## config.mk

```make
export PLATFORM = sky130hd
export DESIGN_NAME = mips_decode_stage
export DESIGN_NICKNAME = d
export VERILOG_FILES = /design/src/verilog/decode_pkg.sv /design/src/verilog/stage_ifs.sv /design/src/verilog/if_id_reg.sv /design/src/verilog/inst_decoder.sv /design/src/verilog/operand_forward.sv /design/src/verilog/branch_resolve.sv /design/src/verilog/id_ex_reg.sv /design/src/verilog/mips_decode_stage.sv
export SDC_FILE = /design/constraint.sdc
export NUM_CORES = 1
export LEC_CHECK = 0
export BUFFER_PORTS_ARGS = -buffer_cell sky130_fd_sc_hd__buf_2
export CAP_MARGIN = 20
export CORE_MARGIN = 3
export CORE_UTILIZATION = 53
export DETAILED_ROUTE_END_ITERATION = 8
export PLACE_DENSITY = 0.82
export SETUP_SLACK_MARGIN = 0.3
export SLEW_MARGIN = 10
export SYNTH_ARGS = -nofsm -noshare
export SYNTH_HDL_FRONTEND = slang
export SYNTH_SLANG_ARGS = --single-unit
```

## constraint.sdc

```tcl
create_clock -name clk -period 5.5 [get_ports clk]
set_clock_uncertainty 0.15 [all_clocks]
set_input_delay 0.55 -clock clk [delete_from_list [all_inputs] [get_ports clk]]
set_output_delay 0.55 -clock clk [all_outputs]
set_load 0.01 [all_outputs]
```

## src/verilog/decode_pkg.sv

```systemverilog
package decode_pkg;

	typedef logic [31:0] word_t;
	typedef logic [31:0] inst_t;
	typedef logic [4:0]  reg_addr_t;
	typedef logic [5:0]  opcode_t;
	typedef logic [5:0]  funct_t;
	typedef logic [7:0]  alu_op_t;
	typedef logic [2:0]  alu_sel_t;
	typedef logic [3:0]  br_kind_t;

	localparam opcode_t OP_SPECIAL = 6'h00, OP_REGIMM = 6'h01, OP_J     = 6'h02, OP_JAL   = 6'h03;
	localparam opcode_t OP_BEQ     = 6'h04, OP_BNE    = 6'h05, OP_BLEZ  = 6'h06, OP_BGTZ  = 6'h07;
	localparam opcode_t OP_ADDI    = 6'h08, OP_ADDIU  = 6'h09, OP_SLTI  = 6'h0a, OP_SLTIU = 6'h0b;
	localparam opcode_t OP_ANDI    = 6'h0c, OP_ORI    = 6'h0d, OP_XORI  = 6'h0e, OP_LUI   = 6'h0f;
	localparam opcode_t OP_LB      = 6'h20, OP_LH     = 6'h21, OP_LW    = 6'h23, OP_LBU   = 6'h24;
	localparam opcode_t OP_LHU     = 6'h25, OP_SB     = 6'h28, OP_SH    = 6'h29, OP_SW    = 6'h2b;

	localparam funct_t FN_SLL  = 6'h00, FN_SRL  = 6'h02, FN_SRA  = 6'h03, FN_SLLV = 6'h04;
	localparam funct_t FN_SRLV = 6'h06, FN_SRAV = 6'h07, FN_JR   = 6'h08, FN_JALR = 6'h09;
	localparam funct_t FN_ADD  = 6'h20, FN_ADDU = 6'h21, FN_SUB  = 6'h22, FN_SUBU = 6'h23;
	localparam funct_t FN_AND  = 6'h24, FN_OR   = 6'h25, FN_XOR  = 6'h26, FN_NOR  = 6'h27;
	localparam funct_t FN_SLT  = 6'h2a, FN_SLTU = 6'h2b;

	// REGIMM selects on the rt field
	localparam reg_addr_t RT_BLTZ = 5'h00, RT_BGEZ = 5'h01, RT_BLTZAL = 5'h10, RT_BGEZAL = 5'h11;

	localparam alu_op_t ALU_NOP  = 8'h00, ALU_OR   = 8'h01, ALU_AND  = 8'h02, ALU_XOR  = 8'h03;
	localparam alu_op_t ALU_NOR  = 8'h04, ALU_SLL  = 8'h05, ALU_SRL  = 8'h06, ALU_SRA  = 8'h07;
	localparam alu_op_t ALU_SLT  = 8'h10, ALU_SLTU = 8'h11, ALU_ADD  = 8'h12, ALU_ADDU = 8'h13;
	localparam alu_op_t ALU_SUB  = 8'h14, ALU_SUBU = 8'h15;
	localparam alu_op_t ALU_J    = 8'h20, ALU_JAL  = 8'h21, ALU_JR   = 8'h22, ALU_JALR = 8'h23;
	localparam alu_op_t ALU_BEQ  = 8'h24, ALU_BNE  = 8'h25, ALU_BGTZ = 8'h26, ALU_BLEZ = 8'h27;
	localparam alu_op_t ALU_BGEZ = 8'h28, ALU_BLTZ = 8'h29, ALU_BGEZAL = 8'h2a, ALU_BLTZAL = 8'h2b;
	localparam alu_op_t ALU_LB   = 8'h30, ALU_LBU  = 8'h31, ALU_LH   = 8'h32, ALU_LHU  = 8'h33;
	localparam alu_op_t ALU_LW   = 8'h34, ALU_SB   = 8'h38, ALU_SH   = 8'h39, ALU_SW   = 8'h3a;

	localparam alu_sel_t SEL_NOP = 3'd0, SEL_LOGIC = 3'd1, SEL_SHIFT = 3'd2;
	localparam alu_sel_t SEL_ARITH = 3'd3, SEL_JB = 3'd4, SEL_LS = 3'd5;

	localparam br_kind_t BR_NONE = 4'd0, BR_JUMP = 4'd1, BR_JREG = 4'd2, BR_EQ = 4'd3;
	localparam br_kind_t BR_NE = 4'd4, BR_GTZ = 4'd5, BR_LEZ = 4'd6, BR_GEZ = 4'd7, BR_LTZ = 4'd8;

	localparam reg_addr_t LINK_REG   = 5'd31;
	localparam word_t     INST_BYTES = 32'd4;

endpackage

```

## src/verilog/stage_ifs.sv

```systemverilog
interface decode_ctrl_if;
	import decode_pkg::*;

	alu_op_t   aluop;
	alu_sel_t  alusel;
	logic      wreg;
	reg_addr_t wraddr;
	logic      r1read;
	reg_addr_t r1addr;
	logic      r2read;
	reg_addr_t r2addr;
	word_t     imm;
	br_kind_t  brkind;

	modport dec (output aluop, alusel, wreg, wraddr, r1read, r1addr, r2read, r2addr, imm, brkind);
	modport sink (input aluop, alusel, wreg, wraddr, r1read, r1addr, r2read, r2addr, imm, brkind);

endinterface

// Result of a later stage, seen by decode
interface fwd_src_if;
	import decode_pkg::*;

	alu_op_t   aluop;
	logic      wreg;
	reg_addr_t wraddr;
	word_t     wrdata;

	modport sink (input aluop, wreg, wraddr, wrdata);

endinterface

```

## src/verilog/if_id_reg.sv

```systemverilog
module if_id_reg (
	input  logic               clk,
	input  logic               rst,
	input  logic               i_stall,
	input  decode_pkg::word_t  i_pc,
	input  decode_pkg::inst_t  i_inst,
	output decode_pkg::word_t  o_pc,
	output decode_pkg::inst_t  o_inst
);
	import decode_pkg::*;

	always_ff @(posedge clk) begin
		if (rst) begin
			o_pc   <= '0;
			o_inst <= '0;  // Zero word decodes as nop
		end else if (!i_stall) begin
			o_pc   <= i_pc;
			o_inst <= i_inst;
		end
	end

endmodule

```

## src/verilog/inst_decoder.sv

```systemverilog
module inst_decoder (
	input  decode_pkg::inst_t i_inst,
	decode_ctrl_if.dec        ctrl
);
	import decode_pkg::*;

	opcode_t   op;
	funct_t    funct;
	reg_addr_t rs, rt, rd, sa;
	word_t     zeimm, seimm, luimm, saimm;
	alu_op_t   sp_op;
	alu_sel_t  sp_sel;
	logic      fn_shift_imm, fn_jump, sp_valid;

	assign op    = i_inst[31:26];
	assign rs    = i_inst[25:21];
	assign rt    = i_inst[20:16];
	assign rd    = i_inst[15:11];
	assign sa    = i_inst[10:6];
	assign funct = i_inst[5:0];

	assign zeimm = {16'h0000, i_inst[15:0]};
	assign seimm = {{16{i_inst[15]}}, i_inst[15:0]};
	assign luimm = {i_inst[15:0], 16'h0000};
	assign saimm = {27'd0, sa};

	// SPECIAL function map
	always_comb begin
		case (funct)
			FN_OR:   {sp_op, sp_sel} = {ALU_OR, SEL_LOGIC};
			FN_AND:  {sp_op, sp_sel} = {ALU_AND, SEL_LOGIC};
			FN_XOR:  {sp_op, sp_sel} = {ALU_XOR, SEL_LOGIC};
			FN_NOR:  {sp_op, sp_sel} = {ALU_NOR, SEL_LOGIC};
			FN_SLL, FN_SLLV: {sp_op, sp_sel} = {ALU_SLL, SEL_SHIFT};
			FN_SRL, FN_SRLV: {sp_op, sp_sel} = {ALU_SRL, SEL_SHIFT};
			FN_SRA, FN_SRAV: {sp_op, sp_sel} = {ALU_SRA, SEL_SHIFT};
			FN_SLT:  {sp_op, sp_sel} = {ALU_SLT, SEL_ARITH};
			FN_SLTU: {sp_op, sp_sel} = {ALU_SLTU, SEL_ARITH};
			FN_ADD:  {sp_op, sp_sel} = {ALU_ADD, SEL_ARITH};
			FN_ADDU: {sp_op, sp_sel} = {ALU_ADDU, SEL_ARITH};
			FN_SUB:  {sp_op, sp_sel} = {ALU_SUB, SEL_ARITH};
			FN_SUBU: {sp_op, sp_sel} = {ALU_SUBU, SEL_ARITH};
			FN_JR:   {sp_op, sp_sel} = {ALU_JR, SEL_JB};
			FN_JALR: {sp_op, sp_sel} = {ALU_JALR, SEL_JB};
			default: {sp_op, sp_sel} = {ALU_NOP, SEL_NOP};
		endcase
	end

	assign fn_shift_imm = funct inside {FN_SLL, FN_SRL, FN_SRA};
	assign fn_jump      = funct inside {FN_JR, FN_JALR};
	// Shift into r0 (incl. the zero word) is a nop
	assign sp_valid = (sp_op != ALU_NOP) && (fn_shift_imm ? (rs == '0 && rd != '0) : (sa == '0));

	always_comb begin
		ctrl.aluop  = ALU_NOP;
		ctrl.alusel = SEL_NOP;
		ctrl.wreg   = 1'b0;
		ctrl.wraddr = rd;
		ctrl.r1read = 1'b0;
		ctrl.r1addr = rs;
		ctrl.r2read = 1'b0;
		ctrl.r2addr = rt;
		ctrl.imm    = '0;
		ctrl.brkind = BR_NONE;
		case (op)
			OP_SPECIAL: if (sp_valid) begin
				{ctrl.aluop, ctrl.alusel} = {sp_op, sp_sel};
				ctrl.wreg   = (funct != FN_JR);
				ctrl.r1read = !fn_shift_imm;
				ctrl.r2read = !fn_jump;
				if (fn_shift_imm)
					ctrl.imm = saimm;
				if (fn_jump)
					ctrl.brkind = BR_JREG;
			end
			OP_ORI, OP_ANDI, OP_XORI, OP_LUI: begin
				case (op)
					OP_ANDI: ctrl.aluop = ALU_AND;
					OP_XORI: ctrl.aluop = ALU_XOR;
					default: ctrl.aluop = ALU_OR;  // ORI and LUI
				endcase
				{ctrl.alusel, ctrl.wreg, ctrl.wraddr, ctrl.r1read} = {SEL_LOGIC, 1'b1, rt, 1'b1};
				ctrl.imm = (op == OP_LUI) ? luimm : zeimm;
			end
			OP_ADDI, OP_ADDIU, OP_SLTI, OP_SLTIU: begin
				case (op)
					OP_ADDI:  ctrl.aluop = ALU_ADD;
					OP_ADDIU: ctrl.aluop = ALU_ADDU;
					OP_SLTI:  ctrl.aluop = ALU_SLT;
					default:  ctrl.aluop = ALU_SLTU;
				endcase
				{ctrl.alusel, ctrl.wreg, ctrl.wraddr, ctrl.r1read} = {SEL_ARITH, 1'b1, rt, 1'b1};
				ctrl.imm = seimm;
			end
			OP_J, OP_JAL: begin
				ctrl.aluop  = (op == OP_JAL) ? ALU_JAL : ALU_J;
				ctrl.alusel = SEL_JB;
				ctrl.wreg   = (op == OP_JAL);
				ctrl.wraddr = LINK_REG;
				ctrl.brkind = BR_JUMP;
			end
			OP_BEQ: {ctrl.aluop, ctrl.alusel, ctrl.r1read, ctrl.r2read, ctrl.brkind} =
				{ALU_BEQ, SEL_JB, 1'b1, 1'b1, BR_EQ};
			OP_BNE: {ctrl.aluop, ctrl.alusel, ctrl.r1read, ctrl.r2read, ctrl.brkind} =
				{ALU_BNE, SEL_JB, 1'b1, 1'b1, BR_NE};
			OP_BGTZ: {ctrl.aluop, ctrl.alusel, ctrl.r1read, ctrl.brkind} = {ALU_BGTZ, SEL_JB, 1'b1, BR_GTZ};
			OP_BLEZ: {ctrl.aluop, ctrl.alusel, ctrl.r1read, ctrl.brkind} = {ALU_BLEZ, SEL_JB, 1'b1, BR_LEZ};
			OP_REGIMM: if (rt inside {RT_BLTZ, RT_BGEZ, RT_BLTZAL, RT_BGEZAL}) begin
				case (rt)
					RT_BLTZ:   ctrl.aluop = ALU_BLTZ;
					RT_BGEZ:   ctrl.aluop = ALU_BGEZ;
					RT_BLTZAL: ctrl.aluop = ALU_BLTZAL;
					default:   ctrl.aluop = ALU_BGEZAL;
				endcase
				ctrl.alusel = SEL_JB;
				ctrl.r1read = 1'b1;
				ctrl.wreg   = rt[4];  // Linking forms
				ctrl.wraddr = LINK_REG;
				ctrl.brkind = rt[0] ? BR_GEZ : BR_LTZ;
			end
			OP_LB, OP_LBU, OP_LH, OP_LHU, OP_LW: begin
				case (op)
					OP_LB:   ctrl.aluop = ALU_LB;
					OP_LBU:  ctrl.aluop = ALU_LBU;
					OP_LH:   ctrl.aluop = ALU_LH;
					OP_LHU:  ctrl.aluop = ALU_LHU;
					default: ctrl.aluop = ALU_LW;
				endcase
				{ctrl.alusel, ctrl.wreg, ctrl.wraddr, ctrl.r1read} = {SEL_LS, 1'b1, rt, 1'b1};
				ctrl.imm = seimm;  // address offset
			end
			OP_SB, OP_SH, OP_SW: begin
				case (op)
					OP_SB:   ctrl.aluop = ALU_SB;
					OP_SH:   ctrl.aluop = ALU_SH;
					default: ctrl.aluop = ALU_SW;
				endcase
				{ctrl.alusel, ctrl.r1read, ctrl.r2read} = {SEL_LS, 1'b1, 1'b1};
			end
			default: ;
		endcase
	end

endmodule

```

## src/verilog/operand_forward.sv

```systemverilog
module operand_forward (
	input  decode_pkg::word_t     i_r1data,
	input  decode_pkg::word_t     i_r2data,
	decode_ctrl_if.sink           ctrl,
	fwd_src_if.sink               ex,
	fwd_src_if.sink               mem,
	output logic                  o_r1read,
	output logic                  o_r2read,
	output decode_pkg::reg_addr_t o_r1addr,
	output decode_pkg::reg_addr_t o_r2addr,
	output decode_pkg::word_t     o_opr1,
	output decode_pkg::word_t     o_opr2,
	output logic                  o_stall
);
	import decode_pkg::*;

	// EX beats MEM beats register file
	function automatic word_t pick(input logic rd_en, input reg_addr_t addr, input word_t rf);
		if (!rd_en)
			return ctrl.imm;
		if (ex.wreg && ex.wraddr == addr)
			return ex.wrdata;
		if (mem.wreg && mem.wraddr == addr)
			return mem.wrdata;
		return rf;
	endfunction

	function automatic logic is_load(input alu_op_t op);
		return op inside {ALU_LB, ALU_LBU, ALU_LH, ALU_LHU, ALU_LW};
	endfunction

	assign o_r1read = ctrl.r1read;
	assign o_r2read = ctrl.r2read;
	assign o_r1addr = ctrl.r1addr;
	assign o_r2addr = ctrl.r2addr;

	always_comb begin
		o_opr1 = pick(ctrl.r1read, ctrl.r1addr, i_r1data);
		o_opr2 = pick(ctrl.r2read, ctrl.r2addr, i_r2data);
	end

	// Hold decode until load data is available
	assign o_stall = (is_load(ex.aluop) && (ex.wraddr == ctrl.r1addr || ex.wraddr == ctrl.r2addr))
		|| (is_load(mem.aluop) && (mem.wraddr == ctrl.r1addr || mem.wraddr == ctrl.r2addr));

endmodule

```

## src/verilog/branch_resolve.sv

```systemverilog
module branch_resolve (
	input  decode_pkg::word_t i_pc,
	input  decode_pkg::inst_t i_inst,
	input  decode_pkg::word_t i_opr1,
	input  decode_pkg::word_t i_opr2,
	decode_ctrl_if.sink       ctrl,
	output logic              o_bflag,
	output decode_pkg::word_t o_baddr,
	output decode_pkg::word_t o_linkaddr
);
	import decode_pkg::*;

	word_t pcp4, pcp8, bofs, target;
	logic  link;

	assign pcp4 = i_pc + INST_BYTES;
	assign pcp8 = pcp4 + INST_BYTES;  // past the delay slot
	assign bofs = {{14{i_inst[15]}}, i_inst[15:0], 2'b00};

	always_comb begin
		case (ctrl.brkind)
			BR_JUMP, BR_JREG: o_bflag = 1'b1;
			BR_EQ:   o_bflag = (i_opr1 == i_opr2);
			BR_NE:   o_bflag = (i_opr1 != i_opr2);
			BR_GTZ:  o_bflag = !i_opr1[31] && i_opr1 != '0;
			BR_LEZ:  o_bflag = i_opr1[31] || i_opr1 == '0;
			BR_GEZ:  o_bflag = !i_opr1[31];
			BR_LTZ:  o_bflag = i_opr1[31];
			default: o_bflag = 1'b0;
		endcase
	end

	always_comb begin
		case (ctrl.brkind)
			BR_JUMP: target = {pcp4[31:28], i_inst[25:0], 2'b00};
			BR_JREG: target = i_opr1;
			default: target = pcp4 + bofs;
		endcase
	end

	assign o_baddr    = o_bflag ? target : '0;
	assign link       = ctrl.aluop inside {ALU_JAL, ALU_JALR, ALU_BGEZAL, ALU_BLTZAL};
	assign o_linkaddr = link ? pcp8 : '0;

endmodule

```

## src/verilog/id_ex_reg.sv

```systemverilog
module id_ex_reg (
	input  logic                  clk,
	input  logic                  rst,
	input  logic                  i_stall,
	input  decode_pkg::word_t     i_opr1,
	input  decode_pkg::word_t     i_opr2,
	input  decode_pkg::word_t     i_linkaddr,
	decode_ctrl_if.sink           ctrl,
	output decode_pkg::alu_op_t   o_aluop,
	output decode_pkg::alu_sel_t  o_alusel,
	output decode_pkg::word_t     o_opr1,
	output decode_pkg::word_t     o_opr2,
	output logic                  o_wreg,
	output decode_pkg::reg_addr_t o_wraddr,
	output decode_pkg::word_t     o_linkaddr
);
	import decode_pkg::*;

	always_ff @(posedge clk) begin
		if (rst || i_stall) begin  // bubble
			o_aluop    <= ALU_NOP;
			o_alusel   <= SEL_NOP;
			o_opr1     <= '0;
			o_opr2     <= '0;
			o_wreg     <= 1'b0;
			o_wraddr   <= '0;
			o_linkaddr <= '0;
		end else begin
			o_aluop    <= ctrl.aluop;
			o_alusel   <= ctrl.alusel;
			o_opr1     <= i_opr1;
			o_opr2     <= i_opr2;
			o_wreg     <= ctrl.wreg;
			o_wraddr   <= ctrl.wraddr;
			o_linkaddr <= i_linkaddr;
		end
	end

endmodule

```

## src/verilog/mips_decode_stage.sv

```systemverilog
module mips_decode_stage (
	input  logic                  clk,
	input  logic                  rst,
	input  decode_pkg::word_t     i_pc,
	input  decode_pkg::inst_t     i_inst,
	input  decode_pkg::word_t     i_r1data,
	input  decode_pkg::word_t     i_r2data,
	output logic                  o_r1read,
	output logic                  o_r2read,
	output decode_pkg::reg_addr_t o_r1addr,
	output decode_pkg::reg_addr_t o_r2addr,
	input  decode_pkg::alu_op_t   i_ex_aluop,
	input  logic                  i_ex_wreg,
	input  decode_pkg::reg_addr_t i_ex_wraddr,
	input  decode_pkg::word_t     i_ex_wrdata,
	input  decode_pkg::alu_op_t   i_mem_aluop,
	input  logic                  i_mem_wreg,
	input  decode_pkg::reg_addr_t i_mem_wraddr,
	input  decode_pkg::word_t     i_mem_wrdata,
	output logic                  o_bflag,
	output decode_pkg::word_t     o_baddr,
	output logic                  o_stall,
	output decode_pkg::alu_op_t   o_aluop,
	output decode_pkg::alu_sel_t  o_alusel,
	output decode_pkg::word_t     o_opr1,
	output decode_pkg::word_t     o_opr2,
	output logic                  o_wreg,
	output decode_pkg::reg_addr_t o_wraddr,
	output decode_pkg::word_t     o_linkaddr
);
	import decode_pkg::*;

	word_t id_pc, opr1, opr2, linkaddr;
	inst_t id_inst;

	decode_ctrl_if ctrl ();
	fwd_src_if     ex_src ();
	fwd_src_if     mem_src ();

	assign ex_src.aluop   = i_ex_aluop;
	assign ex_src.wreg    = i_ex_wreg;
	assign ex_src.wraddr  = i_ex_wraddr;
	assign ex_src.wrdata  = i_ex_wrdata;
	assign mem_src.aluop  = i_mem_aluop;
	assign mem_src.wreg   = i_mem_wreg;
	assign mem_src.wraddr = i_mem_wraddr;
	assign mem_src.wrdata = i_mem_wrdata;

	if_id_reg u_if_id (.clk, .rst, .i_stall(o_stall), .i_pc, .i_inst, .o_pc(id_pc), .o_inst(id_inst));

	inst_decoder u_dec (.i_inst(id_inst), .ctrl(ctrl.dec));

	operand_forward u_fwd (.i_r1data, .i_r2data, .ctrl(ctrl.sink), .ex(ex_src.sink),
		.mem(mem_src.sink), .o_r1read, .o_r2read, .o_r1addr, .o_r2addr,
		.o_opr1(opr1), .o_opr2(opr2), .o_stall);

	branch_resolve u_br (.i_pc(id_pc), .i_inst(id_inst), .i_opr1(opr1), .i_opr2(opr2),
		.ctrl(ctrl.sink), .o_bflag, .o_baddr, .o_linkaddr(linkaddr));

	id_ex_reg u_id_ex (.clk, .rst, .i_stall(o_stall), .i_opr1(opr1), .i_opr2(opr2),
		.i_linkaddr(linkaddr), .ctrl(ctrl.sink), .o_aluop, .o_alusel, .o_opr1, .o_opr2,
		.o_wreg, .o_wraddr, .o_linkaddr);

endmodule

```

=== Yosys cells after proc, flatten, opt, wreduce, memory -nomap -nowiden ===
Memories as Yosys holds them, arrays and structs flattened. A register that Yosys moved wholly into a read port is not among the register bits.
Index checks and enable logic that the tools add are counted.

* Word-level logic and storage cells: 177
* Memory bits (read-only): 512
* Bits in registers: 177
* Latch bits: 0
* Memories: 1
* Memory bits (writable): 0
* Output and inout bits: 159

* $mul: 0
* Add/subtract/negate cells: 3
* Magnitude comparators: 0
* Multiplexer cells: 59
* Eq/ne operators: 59
* Reduce and logical (&&, ||, !) cells: 45
* Bitwise gates (word level): 1
* Shift-type cells: 0
* Div/mod/pow operators: 0

{| class="wikitable"
|+ Memories
! name !! depth !! bits a word !! rd ports !! clocked after memory_dff !! write ports !! line !! RTL
|-
| (no name shown) || 64 || 8 || 1 || 1 || 0 || inst_decoder.sv:29 || <nowiki>case (funct)</nowiki>
|}

{| class="wikitable"
|+ Operators with widths
! operator !! count
|-
| 32-bit two-way mux || 15
|-
| 8-bit by 6-bit == test with 1-bit output, second input constant || 14
|-
| 32-bit one-hot mux with 3 select lines || 1
|-
| 8-bit one-hot mux with 11 select lines || 1
|-
| 32-bit by 3-bit adder with 32-bit output, second input constant || 2
|-
| 32-bit one-hot mux with 2 select lines || 1
|-
| 6-bit by 4-bit == test with 1-bit output, second input constant || 10
|-
| 6-bit == test, second input constant || 8
|-
| 32-bit adder || 1
|-
| 32-bit == test || 1
|-
| 32-bit logical NOT || 1
|-
| 32-bit inequality test || 1
|-
| 32-bit nonzero test || 1
|-
| 4-bit one-hot mux with 7 select lines || 1
|-
| 6-bit by 2-bit == test with 1-bit output, second input constant || 4
|-
| 6-bit by 3-bit == test with 1-bit output, second input constant || 4
|-
| 5-bit == test || 4
|-
| 20-bit OR reduction || 1
|-
| 3-bit one-hot mux with 6 select lines || 1
|-
| 1-bit two-way mux || 17
|-
| 4-bit by 3-bit == test with 1-bit output, second input constant || 4
|-
| 8-bit two-way mux || 2
|-
| 5-bit logical NOT || 3
|-
| 5-bit one-hot mux with 3 select lines || 1
|-
| 37 further kinds || 68
|}

=== Longest topological paths before layout ===
* Depth in word-level cells: 16
* Depth in mapped cells: 19
* Mapped depth without buffers: 18

=== Hierarchy ===
Synthesis repeated with hierarchy kept, for this count alone.

* Cells, all modules: 1,711
* Area, all modules: 14,831.7 sq um

{| class="wikitable"
|+ By module, submodules not included
! module !! times used !! sequential area each (sq um) !! cells an instance !! area an instance (sq um)
|-
| branch_resolve || 1 || 0.0 || 687 || 4,640.7
|-
| id_ex_reg || 1 || 2,262.2 || 252 || 3,697.3
|-
| operand_forward || 1 || 0.0 || 352 || 2,711.4
|-
| if_id_reg || 1 || 1,281.2 || 206 || 2,290.9
|-
| inst_decoder || 1 || 0.0 || 214 || 1,491.4
|}

=== Least setup slack after synthesis ===
OpenSTA, ideal clock, no wires.

* Path kind: register -> output
* Start: reg u_if_id.o_pc[3]
* End: out o_baddr[31]
* Arrival: 3,706 ps
* Stages on the path, launching flop included: 20
* Path slack: 1,094 ps
* Path buffers: 1
* Cells stage by stage: dfxtp_1 -> ha_1 -> and4_1 -> clkbuf_1 -> nand4_1 -> nor2_1 -> and4_1 -> and3_1 -> xnor2_1 -> inv_1 -> ha_1 -> a21o_1 -> a21o_1 -> a21oi_1 -> nand2_1 -> o21ai_0 -> xnor2_1 -> mux2i_1 -> a21oi_1 -> a21oi_2

* Longest elaborated chain between the ends: 4

{| class="wikitable"
|+ Ends and longest elaborated chain
! item !! line !! RTL
|-
| start, declared || if_id_reg.sv:7 || <nowiki>output decode_pkg::word_t o_pc,</nowiki>
|-
| start signal, assigned || if_id_reg.sv:17 || <nowiki>o_pc <= i_pc;</nowiki>
|-
| 32-bit by 3-bit adder with 32-bit output * || branch_resolve.sv:16 || <nowiki>assign pcp4 = i_pc + INST_BYTES;</nowiki>
|-
| 32-bit adder || branch_resolve.sv:37 || <nowiki>default: target = pcp4 + bofs;</nowiki>
|-
| 32-bit one-hot mux with 2 select lines * || branch_resolve.sv:34 || <nowiki>case (ctrl.brkind)</nowiki>
|-
| 32-bit two-way mux * || branch_resolve.sv:41 || <nowiki>assign o_baddr = o_bflag ? target : '0;</nowiki>
|-
| end, declared || mips_decode_stage.sv:21 || <nowiki>output decode_pkg::word_t o_baddr,</nowiki>
|}

Mark *: on every way between the ends. The rest lies on a longest branch, timed or not.

=== Final worst setup path ===
* Start: reg u_dec.sp_op[1] (netlist name)
* End: out o_baddr[11]

* Longest elaborated chain between the ends: 14

{| class="wikitable"
|+ Ends and longest elaborated chain
! item !! line !! RTL
|-
| 8-bit nonzero test * || inst_decoder.sv:52 || <nowiki>assign sp_valid = (sp_op != ALU_NOP) && (fn_shift_imm ? (rs == '0 && rd != '0) : (sa == '0));</nowiki>
|-
| 1-bit logical AND * || inst_decoder.sv:52 ||
|-
| 32-bit two-way mux || inst_decoder.sv:66 || <nowiki>OP_SPECIAL: if (sp_valid) begin</nowiki>
|-
| 32-bit one-hot mux with 3 select lines || inst_decoder.sv:65 || <nowiki>case (op)</nowiki>
|-
| 32-bit two-way mux || operand_forward.sv:19 || <nowiki>if (!rd_en)</nowiki>
|-
| 32-bit two-way mux || operand_forward.sv:21 || <nowiki>if (ex.wreg && ex.wraddr == addr)</nowiki>
|-
| 32-bit two-way mux || operand_forward.sv:23 || <nowiki>if (mem.wreg && mem.wraddr == addr)</nowiki>
|-
| 32-bit two-way mux || operand_forward.sv:25 || <nowiki>return rf;</nowiki>
|-
| 32-bit two-way mux || operand_forward.sv:23 ||
|-
| 32-bit two-way mux || operand_forward.sv:21 ||
|-
| 32-bit logical NOT / 32-bit nonzero test (equally long branches) || branch_resolve.sv:26, branch_resolve.sv:25 ||
|-
| 1-bit logical OR / 1-bit logical AND (equally long branches) || branch_resolve.sv:26, branch_resolve.sv:25 ||
|-
| 1-bit one-hot mux with 7 select lines || branch_resolve.sv:21 || <nowiki>case (ctrl.brkind)</nowiki>
|-
| 32-bit two-way mux * || branch_resolve.sv:41 ||
|}

Mark *: on every way between the ends. The rest lies on a longest branch, timed or not. The select of a mux whose other input is x is not followed.

==> run metrics <==
Placement Rows=between 50 and 60; asr flop ratio synth=0%; CTS Buffer Depth=2; drt total wl=~53000 um; Reg2Reg Depth=12; Wirelength per Cell=23.37 um; Mapped Area=~12000 um^2; area delta synth->final=29.73%; Post-synth EDFFs=0; FF/Latch Area=3665 um^2; Die W=between 150 and 200 um; Tightest Hold Check Type=input pin to flip-flop; DRC viols=0; worst skew pair latency=roughly 440 ps; global route total overflow=0; synthesized area per cell=roughly 8 um^2; synth warn=0; Pins Over Slew Limit=0; # nets final=~2200; post-synthesis sequential area ratio=approximately 30%; Port Buffers=378; final hold viol count=0; crit path kind=flip-flop to output port; max_slew headroom=a little under a third; Slew @ Worst Pin=1034 ps; Worst EP arrival=4530 ps; clk slew on worst S/H paths=80 ps; Total Neg Setup Slack=0 ps; placed insts=~2200; DRT Pass-1 Iters=7; crit-path max FO=8; Final ANT Viol Nets=0; startpoint types=flip-flop; CTS tree=yes; ys flop type=dfxtp_1; Setup-failing EPs final=0; initial core utilization=a little over half; Root Buffer Master=clkbuf_16; Final GP Congestion=just over 1; Power Dens Cells=around 230 nW/um^2; DPL Wire Length=about 40000 um; Hold Path Stages=3; initial antenna violation count=0; outcome=finished clean; Max Fclk=between 0.15 and 0.2 GHz; I/O pin cnt=approximately 380; Cells after Synth=around 1600; RSZ-0062 raised after global routing=yes; total die area=between 20000 and 30000 um^2; largest net degree at the start of global routing=71; Multi-input gate area=~8500 um^2; Sink Count=between 150 and 200; WP data required=roughly 4800 ps; VDD IR-drop max=slightly above 0.2 mV; Chip Height=158.7 um; vias in the first global route=about 13000; core box area=~23000 um^2; fin cells=between 2000 and 2500; Num CTS Buffers=17; # fillers=1798; Synth Register Bits=182; Tcrit/Tclk final=a little over nine tenths; vias=around 14000; GRT Total Usage=38.26%; Netlist cell types=81; drt initial violations=~1700; H-Tree Depth=4; DR vias/cell=~6.2; max_cap viols=0; first-pass GRT wire length=roughly 74000 um; Pleak=slightly below 0.007 uW; shortest period the worst path allows=between 5000 and 6000 ps; hold buffers post-CTS=0; CP Capture Type=output port; share of post-route cells with drive strength above 1=between 30% and 40%
flip-flops by register name (all words and copies together), names as in the netlist:
register,count
u_dec.sp_op,5
u_dec.sp_sel,2
u_id_ex.o_aluop,6
u_id_ex.o_alusel,3
u_id_ex.o_linkaddr,32
u_id_ex.o_opr1,32
u_id_ex.o_opr2,32
u_id_ex.o_wraddr,5
u_id_ex.o_wreg,1
u_if_id.o_inst,32
u_if_id.o_pc,32
per-stage QoR:
step,power (uW),setup slack (ps),utilization (%),instance area (um^2),hold slack [ps]
after floorplan,1978,1094,-,12360,271.3
after detailed placement,2347,403.7,64.36,14660,307.3
after global placement,2335,482.7,64.36,14660,304.3
after global routing,3764,181.4,70.35,16030,200.1
final,3659,266.0,70.37,16030,187.1
after CTS,3547,290.5,67.36,15340,186.7
timing repair:
item / 4_1_cts / 5_1_grt
pin swaps: 2 / 15
setup endpoints to repair: 33 / 33
setup buffers: 3 / 14
gates resized for setup: 28 / 82
gates cloned: 0 / 5
endpoints found under the hold margin: 0 / 0
worst max-delay path, cell delays in order, from the launching register on:
cell	delay, ps
dfxtp_2	330
or4_4	550
o211a_4	270
a211oi_4	270
buf_12	170
buf_12	140
inv_8	40
a32oi_4	290
nand3_1	120
or4_4	550
or4_4	450
nand3_4	110
o311ai_4	140
buf_12	190
clkbuf_16	180
a21oi_2	130
buf_2	140
metal layers:
layer	routed length, um	vias to the layer above	GRT usage [%]
met5	0	-	0
met4	3669	0	22.98
met3	5416	211	7.149
met2	24080	937	62.16
met1	19550	6546	47.12
li1	-	6297	-
path summary, 6_finish.rpt:
check	from	endpoint	slack [ps]
worst max-delay path	u_dec.sp_op[1]	o_baddr[11]	270
worst min-delay path	i_inst[12]	u_if_id.o_inst[12]	190
worst max register to register	u_if_id.o_inst[18]	u_id_ex.o_linkaddr[4]	1630
worst min register to register	u_if_id.o_pc[0]	u_id_ex.o_linkaddr[0]	330
cells in the final DEF (no fill, tap or decap), types with 6 or more instances in the layout:
cell type  count
o21ai_0       61
a21oi_2       26
a221oi_1      22
a211o_4        8
nand3_1       95
nand2b_1       8
clkbuf_16     21
a311oi_2       8
mux2i_1      104
o22ai_1       11
or2_2          9
a32oi_1        8
buf_12         8
inv_6          7
nor2b_1       20
xnor2_1       86
nor2_1       264
a22oi_1       11
buf_4         72
a21oi_1       51
or3_1         34
and3_1        16
ha_1          30
a21o_1        15
buf_2        376
a211o_1       19
a31oi_1       13
dfxtp_1      169
and2_1        21
nor4_1         6
nand4_1       18
nand2_1       65
dfxtp_2       11
inv_1         35
nor3_1        20
xor2_1        36
layout make-up:
| class | instances | share of cell area [%] |
|---|---|---|
| Tap cell | 313 | 2.443 |
| Clock inverter | 14 | 0.8041 |
| Sequential cell | 182 | 22.86 |
| Multi-Input combinational cell | 1228 | 53.27 |
| Clock buffer | 18 | 2.740 |
| Timing Repair Buffer | 463 | 16.95 |
| Antenna cell | 1 | 0.01561 |
| Inverter | 37 | 0.9133 |
power by group:
part | internal (uW) | leakage (uW) | switching, uW | total (uW)
clock network | 613 | 0.000281 | 602 | 1220
logic | 409 | 0.00514 | 594 | 1000
registers | 1380 | 0.00150 | 61.2 | 1440
cells in the mapped netlist (25+ instances only):
library cell	n	area, um^2
nor2_1	268	1006
dfxtp_1	182	3643
mux2i_1	104	1041
nand3_1	96	480.5
xnor2_1	88	770.7
clkbuf_1	81	304.0
nand2_1	66	247.7
o21ai_0	66	330.3
a21oi_1	53	265.3
xor2_1	38	332.8
inv_1	35	131.4
or3_1	34	212.7
ha_1	33	412.9
a211o_1	30	262.8
a21oi_2	29	254.0
a221oi_1	25	219.0
kinds of logic after synthesis:
kind of cell               synth area share [%]
and+or+nand+nor                           24.50
AOI/OAI and AO/OA                         19.39
DFF                                       29.49
buffers and inverters                     5.540
xor gates and xnor gates                  8.933
muxes                                     8.608
adders and majority gates                 3.504
other                                   0.03035
(Power assumes the default switching activity.)
